`src/prefetch_pkg.sv`:
```
/*
  Shared types and constants of the instruction prefetch buffer.
  Holds the memory port structs, the fetch FSM state encoding and the
  sequential fetch increment. Compile it ahead of every buffer module.
*/

`default_nettype none

package prefetch_pkg;

  // byte address on the instruction memory port
  typedef logic [31:0] addr_t;

  // one instruction word as returned by memory
  typedef logic [31:0] instr_t;

  // request half of the memory port, driven by the buffer
  typedef struct packed {
    logic  req;
    addr_t addr;
  } mem_req_t;

  // response half of the memory port, driven by memory
  // err is a protection fault and belongs to the request seen in the same cycle
  typedef struct packed {
    logic   gnt;
    logic   rvalid;
    instr_t rdata;
    logic   err;
  } mem_rsp_t;

  // fetch FSM states
  typedef enum logic [2:0] {
    IDLE,
    WAIT_GNT,
    WAIT_RVALID,
    WAIT_ABORTED,
    WAIT_JUMP
  } fetch_state_e;

  // sequential fetches step by one 32-bit word
  localparam int unsigned WORD_BYTES = 4;

endpackage

`default_nettype wire

```
`src/fetch_ctrl.sv`:
```
/*
  Fetch FSM of the prefetch buffer.
  Drives the request/grant/rvalid memory port, remembers the last issued
  address and walks the word-aligned sequence from there. A branch redirects
  the request at once and turns a request still in flight into an aborted one.
  A protection fault parks the FSM until the next branch.
*/

`timescale 1ns/1ps
`default_nettype none

module fetch_ctrl (
  input  logic                   clk,
  input  logic                   rst_n,
  input  logic                   req_i,
  input  logic                   branch_i,
  input  prefetch_pkg::addr_t    addr_i,
  input  prefetch_pkg::mem_rsp_t mem_rsp_i,
  output prefetch_pkg::mem_req_t mem_req_o,
  input  logic                   has_room_i,
  input  logic                   out_valid_i,
  output logic                   rsp_keep_o,
  output logic                   flush_o,
  output logic                   fetch_failed_o,
  output logic                   busy_o
);

  import prefetch_pkg::*;

  fetch_state_e state_q;
  fetch_state_e state_d;

  // last address that went out on the memory port
  addr_t        addr_q;
  addr_t        next_addr;
  logic         addr_save;

  // set once a branch has given the FSM a start address
  logic         addr_known_q;
  logic         can_fetch;

  ////////////////////
  // status
  ////////////////////

  assign busy_o  = (state_q != IDLE) || mem_req_o.req;

  // every branch throws away what the queue holds
  assign flush_o = branch_i;

  // sequential successor of the last request, aligned down to a word first
  assign next_addr = (addr_q & ~addr_t'(WORD_BYTES - 1)) + addr_t'(WORD_BYTES);

  // a branch always gets its request out, a plain fetch needs room in the queue
  assign can_fetch = req_i && (branch_i || has_room_i);

  // only the response of a live request reaches the queue
  // a response that coincides with a branch belongs to the old stream
  assign rsp_keep_o = mem_rsp_i.rvalid && (state_q == WAIT_RVALID) && !branch_i;

  ////////////////////
  // fetch FSM
  ////////////////////

  always_comb begin
    state_d        = state_q;
    mem_req_o.req  = 1'b0;
    mem_req_o.addr = branch_i ? addr_i : next_addr;
    addr_save      = 1'b0;
    fetch_failed_o = 1'b0;

    unique case (state_q)
      // nothing outstanding
      IDLE: begin
        // before the first branch there is no address to continue from
        if (req_i && (branch_i || (has_room_i && addr_known_q))) begin
          mem_req_o.req = 1'b1;
          addr_save     = 1'b1;
          state_d       = mem_rsp_i.gnt ? WAIT_RVALID : WAIT_GNT;
        end
      end

      // request is up and waits for its grant
      WAIT_GNT: begin
        mem_req_o.req = 1'b1;
        if (branch_i) begin
          // nothing was granted yet, so the request simply moves to the target
          addr_save = 1'b1;
        end else begin
          mem_req_o.addr = addr_q;
        end
        if (mem_rsp_i.gnt) begin
          state_d = WAIT_RVALID;
        end
      end

      // one request is outstanding
      WAIT_RVALID: begin
        if (can_fetch) begin
          if (mem_rsp_i.rvalid) begin
            // the port frees up this cycle, so the next request overlaps
            mem_req_o.req = 1'b1;
            addr_save     = 1'b1;
            state_d       = mem_rsp_i.gnt ? WAIT_RVALID : WAIT_GNT;
          end else if (branch_i) begin
            // the outstanding response is now stale
            // the target is kept and requested once the stale rvalid is in
            addr_save = 1'b1;
            state_d   = WAIT_ABORTED;
          end
        end else if (mem_rsp_i.rvalid) begin
          // the queue is full or the core stopped asking
          state_d = IDLE;
        end
      end

      // an aborted response is still on its way
      WAIT_ABORTED: begin
        if (branch_i) begin
          addr_save = 1'b1;
        end else begin
          mem_req_o.addr = addr_q;
        end
        // the core keeps req_i high after a branch, so the target goes out
        // in the cycle the stale response is dropped
        if (mem_rsp_i.rvalid) begin
          mem_req_o.req = 1'b1;
          state_d       = mem_rsp_i.gnt ? WAIT_RVALID : WAIT_GNT;
        end
      end

      // a protection fault stopped the stream
      WAIT_JUMP: begin
        // the fault shows only once all good words have left the queue
        fetch_failed_o = !out_valid_i;
        if (branch_i) begin
          fetch_failed_o = 1'b0;
          mem_req_o.req  = 1'b1;
          addr_save      = 1'b1;
          state_d        = mem_rsp_i.gnt ? WAIT_RVALID : WAIT_GNT;
        end
      end

      default: begin
        state_d = IDLE;
      end
    endcase

    // memory refuses a faulting request and sends no response for it
    if (mem_req_o.req && mem_rsp_i.err) begin
      state_d = WAIT_JUMP;
    end
  end

  ////////////////////
  // registers
  ////////////////////

  always_ff @(posedge clk or negedge rst_n) begin
    if (!rst_n) begin
      state_q      <= IDLE;
      addr_q       <= '0;
      addr_known_q <= 1'b0;
    end else begin
      state_q <= state_d;
      if (addr_save) begin
        addr_q       <= mem_req_o.addr;
        addr_known_q <= 1'b1;
      end
    end
  end

endmodule

`default_nettype wire

```
`src/instr_queue.sv`:
```
/*
  Instruction queue of the prefetch buffer.
  A circular FIFO of FIFO_DEPTH words (at least 2) with a usage count.
  While it is empty and the consumer is ready, a kept memory response
  passes straight through to the output in the same cycle.
*/

`timescale 1ns/1ps
`default_nettype none

module instr_queue #(
  parameter int unsigned FIFO_DEPTH = 2
) (
  input  logic                 clk,
  input  logic                 rst_n,
  input  logic                 flush_i,
  input  logic                 rsp_keep_i,
  input  prefetch_pkg::instr_t rdata_i,
  input  logic                 ready_i,
  output logic                 valid_o,
  output prefetch_pkg::instr_t rdata_o,
  output logic                 has_room_o
);

  import prefetch_pkg::*;

  localparam int unsigned PTR_W = $clog2(FIFO_DEPTH);
  localparam int unsigned CNT_W = $clog2(FIFO_DEPTH + 1);

  instr_t           mem_q [FIFO_DEPTH];
  logic [PTR_W-1:0] wr_ptr_q;
  logic [PTR_W-1:0] rd_ptr_q;
  logic [CNT_W-1:0] usage_q;

  logic             empty;
  logic             push;
  logic             pop;

  ////////////////////
  // output side
  ////////////////////

  assign empty = (usage_q == '0);

  // queued words go first, the bypass only serves an empty queue
  assign valid_o = !empty || rsp_keep_i;
  assign rdata_o = empty ? rdata_i : mem_q[rd_ptr_q];

  assign pop  = !empty && ready_i;

  // a kept word is stored unless it leaves through the bypass right now
  assign push = rsp_keep_i && (!empty || !ready_i);

  // one slot stays free for the response of the request in flight
  assign has_room_o = (usage_q < CNT_W'(FIFO_DEPTH - 1));

  ////////////////////
  // storage
  ////////////////////

  always_ff @(posedge clk) begin
    if (push) begin
      mem_q[wr_ptr_q] <= rdata_i;
    end
  end

  // pointers wrap at FIFO_DEPTH, which need not be a power of two
  // flush wins over a push or pop of the same cycle
  always_ff @(posedge clk or negedge rst_n) begin
    if (!rst_n) begin
      wr_ptr_q <= '0;
      rd_ptr_q <= '0;
      usage_q  <= '0;
    end else if (flush_i) begin
      wr_ptr_q <= '0;
      rd_ptr_q <= '0;
      usage_q  <= '0;
    end else begin
      if (push) begin
        wr_ptr_q <= (wr_ptr_q == PTR_W'(FIFO_DEPTH - 1)) ? '0 : wr_ptr_q + 1'b1;
      end
      if (pop) begin
        rd_ptr_q <= (rd_ptr_q == PTR_W'(FIFO_DEPTH - 1)) ? '0 : rd_ptr_q + 1'b1;
      end
      if (push && !pop) begin
        usage_q <= usage_q + 1'b1;
      end else if (pop && !push) begin
        usage_q <= usage_q - 1'b1;
      end
    end
  end

endmodule

`default_nettype wire

```
`src/prefetch_buffer.sv`:
```
/*
  Top level of the instruction prefetch buffer.
  Joins the fetch FSM and the instruction queue. The core side is a
  valid/ready port; the memory side is a request/grant/rvalid port.
  FIFO_DEPTH sets the queue size and is passed down to the queue.
*/

`timescale 1ns/1ps
`default_nettype none

module prefetch_buffer #(
  parameter int unsigned FIFO_DEPTH = 2
) (
  input  logic                   clk,
  input  logic                   rst_n,
  input  logic                   req_i,
  input  logic                   branch_i,
  input  prefetch_pkg::addr_t    addr_i,
  input  logic                   ready_i,
  output logic                   valid_o,
  output prefetch_pkg::instr_t   rdata_o,
  output prefetch_pkg::mem_req_t mem_req_o,
  input  prefetch_pkg::mem_rsp_t mem_rsp_i,
  output logic                   fetch_failed_o,
  output logic                   busy_o
);

  // controller to queue
  logic rsp_keep;
  logic flush;

  // queue to controller
  logic has_room;

  fetch_ctrl u_ctrl (
    .clk            (clk),
    .rst_n          (rst_n),
    .req_i          (req_i),
    .branch_i       (branch_i),
    .addr_i         (addr_i),
    .mem_rsp_i      (mem_rsp_i),
    .mem_req_o      (mem_req_o),
    .has_room_i     (has_room),
    .out_valid_i    (valid_o),
    .rsp_keep_o     (rsp_keep),
    .flush_o        (flush),
    .fetch_failed_o (fetch_failed_o),
    .busy_o         (busy_o)
  );

  instr_queue #(
    .FIFO_DEPTH (FIFO_DEPTH)
  ) u_queue (
    .clk        (clk),
    .rst_n      (rst_n),
    .flush_i    (flush),
    .rsp_keep_i (rsp_keep),
    .rdata_i    (mem_rsp_i.rdata),
    .ready_i    (ready_i),
    .valid_o    (valid_o),
    .rdata_o    (rdata_o),
    .has_room_o (has_room)
  );

endmodule

`default_nettype wire

```
`config.mk`:
```
export PLATFORM = sky130hd
export DESIGN_NAME = prefetch_buffer
export DESIGN_NICKNAME = d
export VERILOG_FILES = /design/src/prefetch_pkg.sv /design/src/fetch_ctrl.sv /design/src/instr_queue.sv /design/src/prefetch_buffer.sv
export SDC_FILE = /design/constraint.sdc
export NUM_CORES = 1
export LEC_CHECK = 0
export BUFFER_PORTS_ARGS = -buffer_cell sky130_fd_sc_hd__buf_2
export CAP_MARGIN = 20
export CORE_UTILIZATION = 60
export CTS_BUF_LIST = sky130_fd_sc_hd__clkbuf_8
export DETAILED_ROUTE_END_ITERATION = 8
export GPL_ROUTABILITY_DRIVEN = 0
export GPL_TIMING_DRIVEN = 0
export HOLD_SLACK_MARGIN = 0.06
export MAX_ROUTING_LAYER = met4
export PLACE_DENSITY = 0.88
export SETUP_SLACK_MARGIN = 0.05
export SYNTH_ARGS = -nofsm -noshare
export SYNTH_HDL_FRONTEND = slang
export SYNTH_SLANG_ARGS = --single-unit
export TNS_END_PERCENT = 20
```
`constraint.sdc`:
```
create_clock -name clk -period 6.95 [get_ports clk]
set_input_delay 0.3475 -clock clk [delete_from_list [all_inputs] [get_ports clk]]
set_output_delay 0.3475 -clock clk [all_outputs]
set_load 0.01 [all_outputs]
```
Yosys cells after proc, flatten, opt, wreduce, memory -nomap -nowiden:

Memories as Yosys holds them, arrays and structs flattened.
Index checks and enable logic that the tools add are counted.

* input bits: 72
* RAM bits: 64
* register bits after elaboration: 40
* memories kept: 1
* memory bits (read-only): 0
* output and inout bits: 68
* latch bits: 0

* order comparisons: 1
* divide/modulo/power cells: 0
* shift-type cells: 0
* add/subtract/negate cells: 5
* multiply operators: 0
* eq/ne operators: 10
* reduce and logical (&&, ||, !) cells: 30
* bitwise logic cells: 0
* mux-type cells: 36

Memories
* u_queue.mem_q: depth 2, width 32, rd ports 1, clocked after memory_dff 0, write ports 1, line instr_queue.sv:30 `instr_t mem_q [FIFO_DEPTH];`

Operators with widths (count)
* 2-to-1 mux 32 bit: 4
* adder 32 x 3 -> 32 bit, second input constant: 1
* 2-to-1 mux 3 bit: 9
* 2-to-1 mux 1 bit: 16
* case mux 3 bit (5 select lines): 1
* logical AND 1 bit: 10
* inequality test 3 x 2 -> 1 bit, second input constant: 3
* 2-to-1 mux 2 bit: 4
* equality test 3 x 2 -> 1 bit, second input constant: 2
* logical NOT 1 bit: 6
* AND reduction 6 bit: 1
* nonzero test 3 bit: 2
* logical OR 1 bit: 5
* case mux 1 bit (5 select lines): 1
* inequality test 4 x 3 -> 1 bit, second input constant: 1
* inequality test 4 bit, second input constant: 1
* nonzero test 2 bit: 2
* equality test 3 x 1 -> 1 bit, second input constant: 1
* equality test 3 bit, second input constant: 1
* logical NOT 3 bit: 1
* inequality test 3 x 1 -> 1 bit, second input constant: 1
* case mux 1 bit (3 select lines): 1
* OR reduction 3 bit: 1
* adder 1 bit, second input constant: 2
* other kinds (5): 5

Depth between registers and ports, before layout:

* depth in word-level cells: 9
* depth in mapped cells: 9
* mapped depth without buffers: 7

Hierarchy:

From an unflattened synthesis, not the netlist that was laid out.

* cell total of the unflattened synthesis: 596
* area, all modules: 6078.3 um^2

Modules (own cells, without submodules)
* fetch_ctrl: times used 1, cells an instance 396, seq. area each 900.9 um^2, area an instance 3226.8 um^2
* instr_queue: times used 1, cells an instance 200, seq. area each 2021.9 um^2, area an instance 2851.5 um^2

Worst setup path before layout:

OpenSTA, ideal clock, no wires.

* path kind: reg2reg
* from: register u_ctrl.state_q[2]
* to: memory u_queue.mem_q[0][0] in the netlist's numbering (enable)
* slack: 3788 ps
* setup time: 421 ps
* cell stages (with the launch flop): 7
* buffers on the path: 2
* period minus slack after synthesis: 3162 ps
* arrival: 2741 ps
* required time: 6529 ps
* path through: dfrtp_1 buf_2 or2_1 buf_6 nor3_2 nand2_1 nor2_1

* cells in the longest elaborated chain, start to end: 6

Ends and longest elaborated chain
* start: declaration: line fetch_ctrl.sv:30 `fetch_state_e state_q;`
* start signal: assignment: line fetch_ctrl.sv:165 `state_q <= state_d;`
* equality test 3 x 2 -> 1 bit: line fetch_ctrl.sv:59 `assign rsp_keep_o = mem_rsp_i.rvalid && (state_q == WAIT_RVALID) && !branch_i;`
* logical AND 1 bit (2 in series): line fetch_ctrl.sv:59
* logical AND 1 bit: line instr_queue.sv:52 `assign push = rsp_keep_i && (!empty || !ready_i);`
* 2-to-1 mux 1 bit: line instr_queue.sv:62 `if (push) begin`
* 2-to-1 mux 1 bit (implied by the code): line instr_queue.sv:63 `mem_q[wr_ptr_q] <= rdata_i;`
* end: declaration: line instr_queue.sv:30

Every way passes these cells.

==> qor.yml <==
outcome: "finished clean"
crit_fanout: 10
startpoint: "branch_i"
synthFlopType: "edfxtp_1"
cts.sinks: 104
syn_area_sq_um: 5958
ys_ff_latch: 104
die_x_um: 101.7
drt_pre_antenna_iters: 5
finalMaxSlewViolations: 0
post_cts_buffers: 0
yosysWarnings: 0
io_buffers: 139
yosys-mux-area-fraction_pct: 8.778
num-fill-cells: 707
timing.rr.start: "u_ctrl.state_q[2]$_DFFE_PN0P_"
worst-setup-path-type: "in2out"
grt_pass1_wl_um: 24030
power.density_nw_per_um2: 314.7
cts_buffer_depth: 2
cts_resized: 0
tightestPinTransition_ns: 0.9789
netlist_top_cells_area: "edfxtp_1 (32%), dfrtp_1 (17%), mux2i_1 (7.4%), o21ai_0 (6.0%), nand2_1 (5.2%)"
floorplan.initialDensity_pct: 61.52
critPathLaunchType: "input port"
wl_per_cell_um: 17.83
synth_edf_count: 64
hold_class: "in2async"
cts_tree: "built"
syn_to_final_growth_pct: 17.66
power_leakage_nw: 2.782
place_hpwl_um: 11430
endpoint_kind: "output port"
core-area_sq_um: 9684
viasPerCell: 6.159
synth_common_cells: "nand2_1 (82), o21ai_0 (72), edfxtp_1 (64)"
synth.most_common_cell: "nand2_1"
drc_errors: 0
timing.final.crit_share_pct: 45.08
hold_viol: 0
die_h_um: 101.7
crit_required_ns: 6.60
async_flop_share_pct: 38.46
insertion_delay_ns: 0.38
synthCells: 595
instances_no_fill: 883
synth_top_area_share_pct: 32.26
synthSimpleGateAreaFrac_pct: 17.68
grt_max_degree: 41
dp_cells: 867
root_buffer: "clkbuf_8"
synthDistinctLibCells: 65
critical_path_arrival_ns: 2.79
final_nets: 820
synth_compound_area_share_pct: 18.02
cts.clk_slew.worst_paths_ns: 0.11
wl_um: 15740
h-tree-depth: 3
grt_pass1_vias: 5126
fin_setup_tns_ns: 0
synth_top_family_by_area: "compound AO/OA/AOI/OAI gates"
finalSetupViolCount: 0
max_clock_freq_mhz: 319.2
ant_nets: 0
via_count: 5438
synth.yosys.seq_area_share_pct: 49.06
grt.total_usage_pct: 31.39
synth_area_leader_cell: "edfxtp_1"
synth.avg_cell_area_sq_um: 10.01
relSlewSlack_pct: 34.74
layout-drive-gt1-share_pct: 25.60
antenna_found_initial: 0
fin_skew_ns: 0.01152
drt_iter0_drc: 433
dieArea_sq_um: 10330
grt-ovfl-total: 0
drv_cap: 0
cts_buffers: 9
synth-adder-area-share_pct: 0.6300
rows: 36
period_needed_ns: 3.133
synth_nets: 670
hold_buffers: 0
rsz0062_at_grt: "no"
ios: 140
n_antenna_cell: 0
synthXorXnorAreaFrac_pct: 1.470
max-vdd-ir-drop_v: 0.0001601
state kept, by name, summed over array words and instances, names as in the netlist:
| name | cells |
|---|---|
| u_queue.usage_q | 2 |
| u_queue.rd_ptr_q | 1 |
| u_ctrl.state_q | 3 |
| u_ctrl.addr_known_q | 1 |
| u_ctrl.addr_q | 32 |
| u_queue.mem_q | 64 |
| u_queue.wr_ptr_q | 1 |
worst max-delay path, cell delays in order:
cell      delay, ns
buf_2          0.14
clkbuf_1       0.40
clkbuf_1       0.47
buf_1          0.59
clkbuf_1       0.46
o21ai_0        0.20
buf_2          0.17
metrics by stage:
| stage | cell area (sq um) | hold slack, ns | utilization [%] | total power [W] | setup WS, ns |
|---|---|---|---|---|---|
| after floorplan | 5958 | 0.05191 | - | 0.001529 | 3.788 |
| after CTS | 7010 | 0.1397 | 72.39 | 0.002190 | 3.874 |
| after detailed placement | 6829 | 0.5022 | 70.52 | 0.001840 | 3.868 |
| final | 7010 | 0.1079 | 72.39 | 0.002206 | 3.817 |
| after global placement | 6820 | 0.4894 | 70.43 | 0.001792 | 3.031 |
| after global routing | 7010 | 0.1576 | 72.39 | 0.002326 | 3.622 |
where the power goes:
group / total [W] / internal, W / leakage (nW) / switching [W]
clock network: 0.000358 / 0.000135 / 0.0867 / 0.000223
registers: 0.000905 / 0.000778 / 1.06 / 0.000127
logic: 0.000943 / 0.000390 / 1.64 / 0.000553
cell families (layout without fill, tap and decap cells):
| group | after synthesis | count (layout) |
|---|---|---|
| AND/OR/NAND/NOR | 201 | 201 |
| AO/OA/AOI/OAI | 170 | 170 |
| flip-flops | 104 | 104 |
| buffers and inverters | 56 | 211 |
| multiplexers | 51 | 51 |
| XOR/XNOR | 10 | 10 |
| adder cells (fa/ha/maj) | 3 | 3 |
worst paths after layout:
kind	endpoint	slack (ns)	cells after the start
min in group clk	u_queue.mem_q[1][17]$_DFFE_PP_	0.16	1
max in group asynchronous	u_ctrl.addr_q[7]$_DFFE_PN0P_	6.22	1
max	mem_req_o[10]	3.82	7
min	u_ctrl.addr_q[18]$_DFFE_PN0P_	0.11	1
min reg2reg	u_ctrl.addr_q[0]$_DFFE_PN0P_	0.52	2
max reg2reg	u_queue.mem_q[0][23]$_DFFE_PP_	4.11	6
layout by cell type, fill, tap and decap left out, drive strengths merged, types with 8 or more instances in the layout:
master	count
o211ai	11
dfrtp	40
nor4	9
inv	17
nor3	9
xnor2	8
o21ai	77
nand2	82
clkbuf	36
mux2i	44
a21oi	21
nor2	26
buf	153
nand3	13
nand2b	13
edfxtp	64
nand4	8
layer usage:
layer | GRT usage [%] | wire (um) | part of all wire (%) | up-vias
met3 | 4.969 | 1005 | 6.4 | 58
li1 | - | - | - | 2516
met5 | - | 0 | 0 | -
met2 | 52.81 | 7948 | 50 | 269
met4 | 16.83 | 590 | 3.7 | 0
met1 | 35.98 | 6198 | 39 | 2595
area by class of cell:
class	instances	area, sq um	area share [%]
Sequential cell	104	2923	41.69
Multi-Input combinational cell	435	2784	39.71
Timing Repair Buffer	139	695.7	9.923
Buffer	41	203.9	2.909
Tap cell	133	166.4	2.374
Clock buffer	9	123.9	1.767
Clock inverter	7	57.56	0.8210
Inverter	15	56.30	0.8031
Power figures use the tool's default switching activity.
